## src/hdl/cpuPkg.sv

```systemverilog
package cpuPkg;

    typedef logic [4:0] regAddrT;
    typedef logic [31:0] wordT;

    // Primary opcode field
    localparam logic [5:0] opSpecial = 6'h00;
    localparam logic [5:0] opAddiu = 6'h09;
    localparam logic [5:0] opSlti = 6'h0A;
    localparam logic [5:0] opSltiu = 6'h0B;
    localparam logic [5:0] opAndi = 6'h0C;
    localparam logic [5:0] opOri = 6'h0D;
    localparam logic [5:0] opXori = 6'h0E;
    localparam logic [5:0] opLui = 6'h0F;

    // Function field of SPECIAL
    localparam logic [5:0] fnSll = 6'h00;
    localparam logic [5:0] fnSrl = 6'h02;
    localparam logic [5:0] fnSra = 6'h03;
    localparam logic [5:0] fnAddu = 6'h21;
    localparam logic [5:0] fnSubu = 6'h23;
    localparam logic [5:0] fnAnd = 6'h24;
    localparam logic [5:0] fnOr = 6'h25;
    localparam logic [5:0] fnXor = 6'h26;
    localparam logic [5:0] fnNor = 6'h27;
    localparam logic [5:0] fnSlt = 6'h2A;
    localparam logic [5:0] fnSltu = 6'h2B;

    typedef enum logic [3:0] {
        aluAdd, aluSub, aluAnd, aluOr, aluXor, aluNor, aluSlt, aluSltu,
        aluSll, aluSrl, aluSra,
        aluLui,
        aluNone
    } aluOpT;

    typedef struct packed {
        aluOpT aluOp;
        logic useImm;
        wordT immediate;
        regAddrT src1;
        regAddrT src2;
        regAddrT dest;
    } decodedT;

    // Operands are final here, execute only computes
    typedef struct packed {
        aluOpT aluOp;
        wordT operandA;
        wordT operandB;
        regAddrT dest;
    } issueT;

    typedef struct packed {
        logic valid;
        regAddrT num;
        wordT data;
    } regWriteT;

endpackage
```

## src/hdl/cpuCore.sv

```systemverilog
`timescale 1ns/1ps

module cpuCore import cpuPkg::*; (
    input logic clk,
    input logic reset,
    input logic instValid,
    input wordT instWord,
    output regWriteT wbReport
);

    logic issueValid;
    issueT issue;
    regWriteT exForward;
    regWriteT wbForward;

    decodeStage decodeStage_i (
        .clk(clk),
        .reset(reset),
        .instValid(instValid),
        .instWord(instWord),
        .exForward(exForward),
        .wbForward(wbForward),
        .issueValid(issueValid),
        .issue(issue)
    );

    executeStage executeStage_i (
        .clk(clk),
        .reset(reset),
        .issueValid(issueValid),
        .issue(issue),
        .exForward(exForward),
        .wbForward(wbForward)
    );

    // Debug port sees exactly what the register file writes
    assign wbReport = wbForward;

endmodule

```

## src/hdl/executeStage.sv

```systemverilog
`timescale 1ns/1ps

module executeStage import cpuPkg::*; (
    input logic clk,
    input logic reset,
    input logic issueValid,
    input issueT issue,
    output regWriteT exForward,
    output regWriteT wbForward
);

    logic exValid;
    issueT exIssue;
    wordT aluResult;

    always_ff @(posedge clk) begin
        if (reset) begin
            exValid <= 1'b0;
        end else begin
            exValid <= issueValid;
        end
    end

    always_ff @(posedge clk) begin
        exIssue <= issue;
    end

    arithmeticLogicUnit alu_i (
        .aluOp(exIssue.aluOp),
        .a(exIssue.operandA),
        .b(exIssue.operandB),
        .result(aluResult)
    );

    // Nothing to write or forward for r0
    assign exForward.valid = exValid && exIssue.dest != '0;
    assign exForward.num = exIssue.dest;
    assign exForward.data = aluResult;

    always_ff @(posedge clk) begin
        if (reset) begin
            wbForward.valid <= 1'b0;
        end else begin
            wbForward.valid <= exForward.valid;
        end
    end

    always_ff @(posedge clk) begin
        wbForward.num <= exForward.num;
        wbForward.data <= exForward.data;
    end

    // Decode drops unknown encodings before issue
    assert property (@(posedge clk) disable iff (reset) issueValid |-> issue.aluOp != aluNone);

endmodule

```

## src/hdl/decodeStage.sv

```systemverilog
`timescale 1ns/1ps

module decodeStage import cpuPkg::*; (
    input logic clk,
    input logic reset,
    input logic instValid,
    input wordT instWord,
    input regWriteT exForward,
    input regWriteT wbForward,
    output logic issueValid,
    output issueT issue
);

    logic heldValid;
    wordT heldWord;
    decodedT decoded;
    wordT regData1;
    wordT regData2;
    wordT source1;
    wordT source2;

    always_ff @(posedge clk) begin
        if (reset) begin
            heldValid <= 1'b0;
        end else begin
            heldValid <= instValid;
        end
    end

    always_ff @(posedge clk) begin
        heldWord <= instWord;
    end

    instructionDecoder decoder_i (
        .instWord(heldWord),
        .decoded(decoded)
    );

    // Writeback entry doubles as the write port
    registerFile registerFile_i (
        .clk(clk),
        .reset(reset),
        .readAddr1(decoded.src1),
        .readAddr2(decoded.src2),
        .readData1(regData1),
        .readData2(regData2),
        .write(wbForward)
    );

    operandForward forward1_i (
        .request(decoded.src1),
        .original(regData1),
        .exForward(exForward),
        .wbForward(wbForward),
        .value(source1)
    );

    operandForward forward2_i (
        .request(decoded.src2),
        .original(regData2),
        .exForward(exForward),
        .wbForward(wbForward),
        .value(source2)
    );

    // Unknown encodings drop out here
    assign issueValid = heldValid && decoded.aluOp != aluNone;
    assign issue.aluOp = decoded.aluOp;
    assign issue.operandA = source1;
    assign issue.operandB = decoded.useImm ? decoded.immediate : source2;
    assign issue.dest = decoded.dest;

    assert property (@(posedge clk) disable iff (reset) !$isunknown(instValid));

endmodule

```

## src/hdl/arithmeticLogicUnit.sv

```systemverilog
`timescale 1ns/1ps

module arithmeticLogicUnit import cpuPkg::*; (
    input aluOpT aluOp,
    input wordT a,
    input wordT b,
    output wordT result
);

    logic [4:0] shiftAmount;

    assign shiftAmount = b[4:0];

    always_comb begin
        case (aluOp)
            aluAdd: result = a + b;
            aluSub: result = a - b;
            aluAnd: result = a & b;
            aluOr: result = a | b;
            aluXor: result = a ^ b;
            aluNor: result = ~(a | b);
            aluSlt: result = {31'b0, $signed(a) < $signed(b)};
            aluSltu: result = {31'b0, a < b};
            aluSll: result = a << shiftAmount;
            aluSrl: result = a >> shiftAmount;
            aluSra: result = $signed(a) >>> shiftAmount;
            aluLui: result = {b[15:0], 16'b0};
            default: result = '0;
        endcase
    end

endmodule

```

## src/hdl/operandForward.sv

```systemverilog
`timescale 1ns/1ps

module operandForward import cpuPkg::*; (
    input regAddrT request,
    input wordT original,
    input regWriteT exForward,
    input regWriteT wbForward,
    output wordT value
);

    always_comb begin
        if (request == '0) begin
            value = '0;
        end else if (exForward.valid && exForward.num == request) begin
            // Newest result wins
            value = exForward.data;
        end else if (wbForward.valid && wbForward.num == request) begin
            value = wbForward.data;
        end else begin
            value = original;
        end
    end

endmodule

```

## src/hdl/registerFile.sv

```systemverilog
`timescale 1ns/1ps

module registerFile import cpuPkg::*; (
    input logic clk,
    input logic reset,
    input regAddrT readAddr1,
    input regAddrT readAddr2,
    output wordT readData1,
    output wordT readData2,
    input regWriteT write
);

    wordT regs [32];

    always_ff @(posedge clk) begin
        if (reset) begin
            for (int i = 0; i < 32; i++) begin
                regs[i] <= '0;
            end
        end else if (write.valid && write.num != '0) begin
            regs[write.num] <= write.data;
        end
    end

    assign readData1 = (readAddr1 == '0) ? '0 : regs[readAddr1];
    assign readData2 = (readAddr2 == '0) ? '0 : regs[readAddr2];

    // Execute stage filters out writes to r0 before they get here
    assert property (@(posedge clk) disable iff (reset) write.valid |-> write.num != '0);

endmodule

```

## src/hdl/instructionDecoder.sv

```systemverilog
`timescale 1ns/1ps

module instructionDecoder import cpuPkg::*; (
    input wordT instWord,
    output decodedT decoded
);

    logic [5:0] opcode;
    logic [5:0] funct;
    regAddrT rs;
    regAddrT rt;
    regAddrT rd;
    logic [4:0] shamt;
    wordT signExt;
    wordT zeroExt;

    assign opcode = instWord[31:26];
    assign rs = instWord[25:21];
    assign rt = instWord[20:16];
    assign rd = instWord[15:11];
    assign shamt = instWord[10:6];
    assign funct = instWord[5:0];
    assign signExt = {{16{instWord[15]}}, instWord[15:0]};
    assign zeroExt = {16'b0, instWord[15:0]};

    always_comb begin
        decoded = '0;
        decoded.aluOp = aluNone;
        case (opcode)
            opSpecial: begin
                decoded.src1 = rs;
                decoded.src2 = rt;
                decoded.dest = rd;
                case (funct)
                    fnAddu: decoded.aluOp = aluAdd;
                    fnSubu: decoded.aluOp = aluSub;
                    fnAnd: decoded.aluOp = aluAnd;
                    fnOr: decoded.aluOp = aluOr;
                    fnXor: decoded.aluOp = aluXor;
                    fnNor: decoded.aluOp = aluNor;
                    fnSlt: decoded.aluOp = aluSlt;
                    fnSltu: decoded.aluOp = aluSltu;
                    fnSll: decoded.aluOp = aluSll;
                    fnSrl: decoded.aluOp = aluSrl;
                    fnSra: decoded.aluOp = aluSra;
                    default: decoded.aluOp = aluNone;
                endcase
                if (funct inside {fnSll, fnSrl, fnSra}) begin
                    // Shifts take rt as the value and shamt as the amount
                    decoded.src1 = rt;
                    decoded.useImm = 1'b1;
                    decoded.immediate = {27'b0, shamt};
                end
            end
            opAddiu, opSlti, opSltiu: begin
                decoded.aluOp = (opcode == opAddiu) ? aluAdd :
                                (opcode == opSlti) ? aluSlt : aluSltu;
                decoded.src1 = rs;
                decoded.dest = rt;
                decoded.useImm = 1'b1;
                decoded.immediate = signExt;
            end
            opAndi, opOri, opXori, opLui: begin
                decoded.aluOp = (opcode == opAndi) ? aluAnd :
                                (opcode == opOri) ? aluOr :
                                (opcode == opXori) ? aluXor : aluLui;
                decoded.src1 = (opcode == opLui) ? '0 : rs;
                decoded.dest = rt;
                decoded.useImm = 1'b1;
                decoded.immediate = zeroExt;
            end
            default: decoded.aluOp = aluNone;
        endcase
        if (decoded.aluOp == aluNone) begin
            decoded.dest = '0;
        end
    end

endmodule

```

## config.mk

```make
export PLATFORM = sky130hd
export DESIGN_NAME = cpuCore
export DESIGN_NICKNAME = d
export VERILOG_FILES = /design/src/hdl/cpuPkg.sv /design/src/hdl/cpuCore.sv /design/src/hdl/executeStage.sv /design/src/hdl/decodeStage.sv /design/src/hdl/arithmeticLogicUnit.sv /design/src/hdl/operandForward.sv /design/src/hdl/registerFile.sv /design/src/hdl/instructionDecoder.sv
export SDC_FILE = /design/constraint.sdc
export NUM_CORES = 2
export LEC_CHECK = 0
export ABC_AREA = 0
export BUFFER_PORTS_ARGS = -buffer_cell sky130_fd_sc_hd__buf_2
export CAP_MARGIN = 20
export CORE_MARGIN = 3
export CORE_UTILIZATION = 45
export DETAILED_ROUTE_END_ITERATION = 8
export GPL_ROUTABILITY_DRIVEN = 1
export RECOVER_POWER = 100
export SYNTH_ARGS = -nofsm -noshare
export SYNTH_HDL_FRONTEND = slang
export SYNTH_SLANG_ARGS = --single-unit
```

## constraint.sdc

```tcl
create_clock -name clk -period 4.4 [get_ports clk]
set_input_delay 0.66 -clock clk [delete_from_list [all_inputs] [get_ports clk]]
set_output_delay 0.66 -clock clk [all_outputs]
set_load 0.005 [all_outputs]
```

Word level (Yosys, flattened, before mapping)
Memories as Yosys holds them, arrays and structs flattened. Cells that the tools add are included. Widths: inputs -> output; s select.

Flip-flop bits (word level): 145. RAM bits: 1024. Input port bits: 35. Output and inout port bits: 38. Word-level logic and storage cells: 102. Memories: 1.

Add/sub/neg operators: 2. $lt $le $gt $ge: 2. Equality and inequality tests: 34. Shift operators: 3. Multiplexer cells: 27. Bitwise operators: 4. Reduce and logical (&&, ||, !) cells: 19.

Memory list: decodeStage_i.registerFile_i.regs (depth 32, bits a word 32, read ports 2, clocked after Yosys merged registers in 0, write ports 32, RTL line registerFile.sv:13) `wordT regs [32];`.

Operator list (count): $pmux 32 s12 (1); $mux 32 (7); $pmux 38 s3 (1); $lt 32x32->1 (2); $eq 6x6->1 const B (8); $pmux 4 s11 (1); $eq 6x4->1 const B (7); $mux 38 (1); $add 32x32->32 (1); $and 32x32->32 (1); $not 32->32 (1); $or 32x32->32 (1); $reduce_or 32->1 (1); $shl 32x5->32 (1); $shr 32x5->32 (1); $sshr 32x5->32 (1); $sub 32x32->32 (1); $xor 32x32->32 (1); $eq 4x4->1 const B (5); $eq 5x5->1 (4); $eq 4x3->1 const B (4); $mux 5 (3); $eq 6x2->1 const B (2); $logic_not 6->1 (2); other kinds (16) (33).

Depth between registers and ports, before layout
Depth in word-level cells: 8. Gate-level depth with buffers: 17. Mapped depth without buffers: 13.

Hierarchy
From an unflattened synthesis, not the netlist that was laid out.

Cell total of the unflattened synthesis: 5544. Area, all modules: 69975.9 um^2.

Modules (own cells, without submodules): registerFile (instances 1, cells an instance 3502, area an instance 54253.3 um^2, sequential area each 30749.5 um^2); arithmeticLogicUnit (instances 1, cells an instance 1357, area an instance 8987.4 um^2, sequential area each 0.0 um^2); operandForward (instances 2, cells an instance 196, area an instance 1251.2 um^2, sequential area each 0.0 um^2); executeStage (instances 1, cells an instance 123, area an instance 2321.0 um^2, sequential area each 2242.2 um^2); decodeStage (instances 1, cells an instance 72, area an instance 1223.7 um^2, sequential area each 660.6 um^2); instructionDecoder (instances 1, cells an instance 98, area an instance 688.2 um^2, sequential area each 0.0 um^2).

Worst setup path after synthesis
OpenSTA, ideal clock, no wires.

Kind: register -> register. Start point: reg executeStage_i.exIssue[7] in the netlist's numbering. End point: reg executeStage_i.exIssue[56] in the netlist's numbering. Library setup time: 122 ps. Arrival: 4278 ps. Data required time: 4278 ps. Setup slack: 0 ps. Stages on the path, launching flop included: 17. Path buffers: 4. Period minus slack after synthesis: 4400 ps. Cells stage by stage: dfxtp_1 clkbuf_1 inv_1 clkbuf_1 buf_1 buf_1 ha_1 o21ai_0 o21bai_1 o41a_1 a21o_1 a211oi_1 o41ai_1 a21o_1 a221o_1 a21o_1 a221o_1.

RTL lines: start: declaration (RTL line executeStage.sv:13) `issueT exIssue;`; start signal: assignment (RTL line executeStage.sv:25) `exIssue <= issue;`.

==> impl_metrics.tcl <==
set metrics [dict create \
    reg2reg_to "executeStage_i.exIssue[14]" \
    drtAntennaViolNets 0 \
    total_power_mw 28.5 \
    worst-r2r-cell-count 12 \
    core-area_sq_mm 0.157 \
    timing.fmax_ghz 0.222 \
    regArea_sq_mm 0.0337 \
    path_clk_slew_ns 0.06 \
    nets 7659 \
    syn_area_sq_mm 0.0711 \
    p_sw_mw 8.36 \
    skew_ns 0.0337 \
    routed_wl_mm 341 \
    final.setup.tns_ns -2.42 \
    p_leak_nw 29.7 \
    cts_tree "yes" \
    multi_input_area_sq_mm 0.0344 \
    worstPathArrival_ns 5.21 \
    start_util_pct 45.4 \
    drtIter0Drc 11000 \
    clk_path_buf_depth 3 \
    final_area_sq_mm 0.0808 \
    via_count 66500 \
    cts_made_buffers 135 \
    place_hpwl_mm 226 \
    ys.flop_type "edfxtp_1" \
    period_needed_ns 4.51 \
    outcome "finished, violations left" \
    final_max_slew_viol_count 1017 \
    final_core_util_pct 51.6 \
    grt.overflow.total 0 \
    setup_slack_ns -0.108 \
    crit_start "decodeStage_i.heldWord[27]" \
    syn_inst 7411 \
    die_area_sq_mm 0.163 \
    ys_seq_area_share_pct 47.3 \
    die_y_microns 403 \
    swShare_pct 29.3 \
    critPathCapture "executeStage_i.exIssue[14]" \
    drtPass1Iterations 6 \
    synth-seq-cells 1169 \
    area_growth_pct 13.7 \
    period_share_pct 102 \
    synth_area_per_cell_sq_um 9.59 \
    wl_per_cell_microns 35.1 \
    viasPerCell 6.85 \
    drive_above_1_share_pct 12.4 \
    yosysUniqueCellTypes 103 \
    crit_type "flop to flop" \
    grt_use_total_pct 40.8 \
    fp.dieW_microns 403 \
    endpoint_kind "flop" \
    core.rowCount 145 \
    grt_pass1_wl_mm 475 \
    synth_edf_count 1024 \
    n_fill_cell 14100 \
    grt_antenna_before_repair 30 \
    drc 0 \
    place_area_sq_mm 0.0765 \
    worst_skew_pair.late_latency_ns 0.80 \
    cts_sinks 1169 \
    cp.required_ns 5.10 \
    grt_max_degree 83 \
    grt_pass1_vias 62100 \
    start_kind "flop" \
    max-slew-margin-rel_pct -79.7 \
    rrSetupSlack_ns -0.11 \
    ioPinCount 73 \
    p_int_mw 20.2 \
    final_common_cell "nand2_1" \
    violations "capacitance limit, slew limit, setup timing" \
    htreeDepth 4 \
    final_cell_mix "1152 x nand2_1, 1024 x edfxtp_1, 616 x and2_1, 354 x buf_4, 334 x mux2i_1" \
    hold_path_class "input port to flop" \
    place_inst 9397 \
    port_buffers 72 \
    r2r-start "decodeStage_i.heldWord[27]" \
    cts-root-buf "clkbuf_16" \
    p_per_area_mw_per_mm2 353 \
    hold_viol 0 \
    fin_cells 9701 \
    place_congestion 1.04 \
    ir_drop_v 0.000410 \
    crit_fanout 22 \
    clock_power_share_pct 39.7 \
    yosysWarnings 0 \
    async_reset_ff_share_pct 0 \
    power_frac_comb_pct 15.1 \
    setup_viol 52 \
    pwr-share-seq_pct 45.2 \
    max_cap_viol_count 39 \
    worst_pin_slew_ns 2.70 \
]
## synth_stat cells, types with 21 or more instances
master	n	share of area [%]
nand2_1	1162	6.1
edfxtp_1	1024	43
and2_1	943	8.3
clkbuf_1	514	2.7
mux2i_1	334	4.7
a21oi_1	290	2.0
nand3_1	271	1.9
nor2_1	251	1.3
o21ai_0	226	1.6
a31oi_1	222	2.0
a211oi_1	217	2.3
dfxtp_1	145	4.1
nor3_1	140	0.99
nor2b_1	130	1.1
buf_2	117	0.82
inv_1	116	0.61
a221oi_1	115	1.4
ha_1	104	1.8
o22ai_1	91	0.80
and3_1	76	0.67
o221ai_1	68	0.84
a221o_1	61	0.86
buf_1	61	0.32
a22oi_1	51	0.54
mux4_2	45	1.4
or2_2	42	0.37
nor4_1	38	0.33
o211ai_1	38	0.40
mux2_2	36	0.57
nand4_1	31	0.27
a211o_1	27	0.33
nand2b_1	25	0.22
a311oi_1	22	0.27
a2111oi_0	21	0.26
a21o_1	21	0.22
o22a_1	21	0.26
## critical path, cell delays in order, from the launching register on
cell	delay, ns
dfxtp_1	0.39
nor3_4	0.39
clkbuf_1	0.32
and3_4	0.29
buf_12	0.21
clkbuf_4	0.36
nand2_1	0.10
a31oi_1	0.18
o22ai_1	0.11
o21ai_0	0.84
o21ai_0	0.46
a211oi_1	0.47
a221o_1	0.23
## sequential cells by signal, indices dropped and copies added (netlist names)
register / cells
decodeStage_i.registerFile_i.regs: 1024
executeStage_i.wbForward: 38
executeStage_i.exValid: 1
executeStage_i.exIssue: 68
decodeStage_i.heldValid: 1
decodeStage_i.heldWord: 32
executeStage_i.exForward: 5
## through the flow
stage | hold WS, ns | worst slack, ns
after global placement | 0.457 | -0.0609
after floorplan | 0.329 | 0.125
after global routing | 0.111 | -0.0101
after detailed placement | 0.457 | -0.123
final | 0.101 | -0.108
after CTS | 0.0755 | 0.0111
## layout make-up
type | instances | area share (%)
diodes | 16 | 0.0496
flip-flops and latches | 1169 | 41.7
clock inverters | 66 | 0.678
inverters | 120 | 0.561
clock buffers | 180 | 4.68
multi-input cells | 5434 | 42.6
repair buffers | 658 | 6.59
well taps | 2058 | 3.19
## what timing repair did
item                       4_1_cts  5_1_grt
resized for setup                2        6
setup endpoints to repair        4       17
hold buffers                    32        0
pin swaps                        1        2
buffers inserted                 2        7
hold endpoints to repair        32        0
## cell families after synthesis
kind of cell,synth area share (%)
flip-flops,47.3
buffers and inverters,4.84
other,0.00528
AND/OR/NAND/NOR,22.5
AO/OA/AOI/OAI,16.5
XOR/XNOR,0.245
multiplexers,6.70
adder cells (fa/ha/maj),1.89
## layer usage
layer	vias to the layer above	GRT usage (%)	routed length [microns]	part of all wire [%]
li1	27400	-	-	-
met1	32200	54.6	127000	37
met2	5614	56.5	135000	40
met3	1302	12.9	50700	15
met4	16	26.6	27800	8.2
met5	-	0	356	0.10
## worst min path at each step
stage                                         to  cells past startpoint                          from  slack, ns
global placement    executeStage_i.wbForward[35]                      0  executeStage_i.exForward[35]       0.46
floorplan           executeStage_i.wbForward[36]                      0  executeStage_i.exForward[36]       0.33
CTS                      decodeStage_i.heldValid                      2                     instValid       0.08
global route             decodeStage_i.heldValid                      2                     instValid       0.11
detailed placement  executeStage_i.wbForward[35]                      0  executeStage_i.exForward[35]       0.46
finish                   decodeStage_i.heldValid                      2                     instValid       0.10
## power by group through the flow
stage | Combinational, mW | Clock [mW] | Sequential, mW
3_5_place_dp | 4.09 | 0 | 13.1
2_1_floorplan | 2.20 | 0 | 12.9
3_3_place_gp | 4.07 | 0 | 13.1
5_1_grt | 4.41 | 11.8 | 12.9
6_report | 4.30 | 11.3 | 12.9
4_1_cts | 4.13 | 11.3 | 12.9
Power figures use the tool's default switching activity.
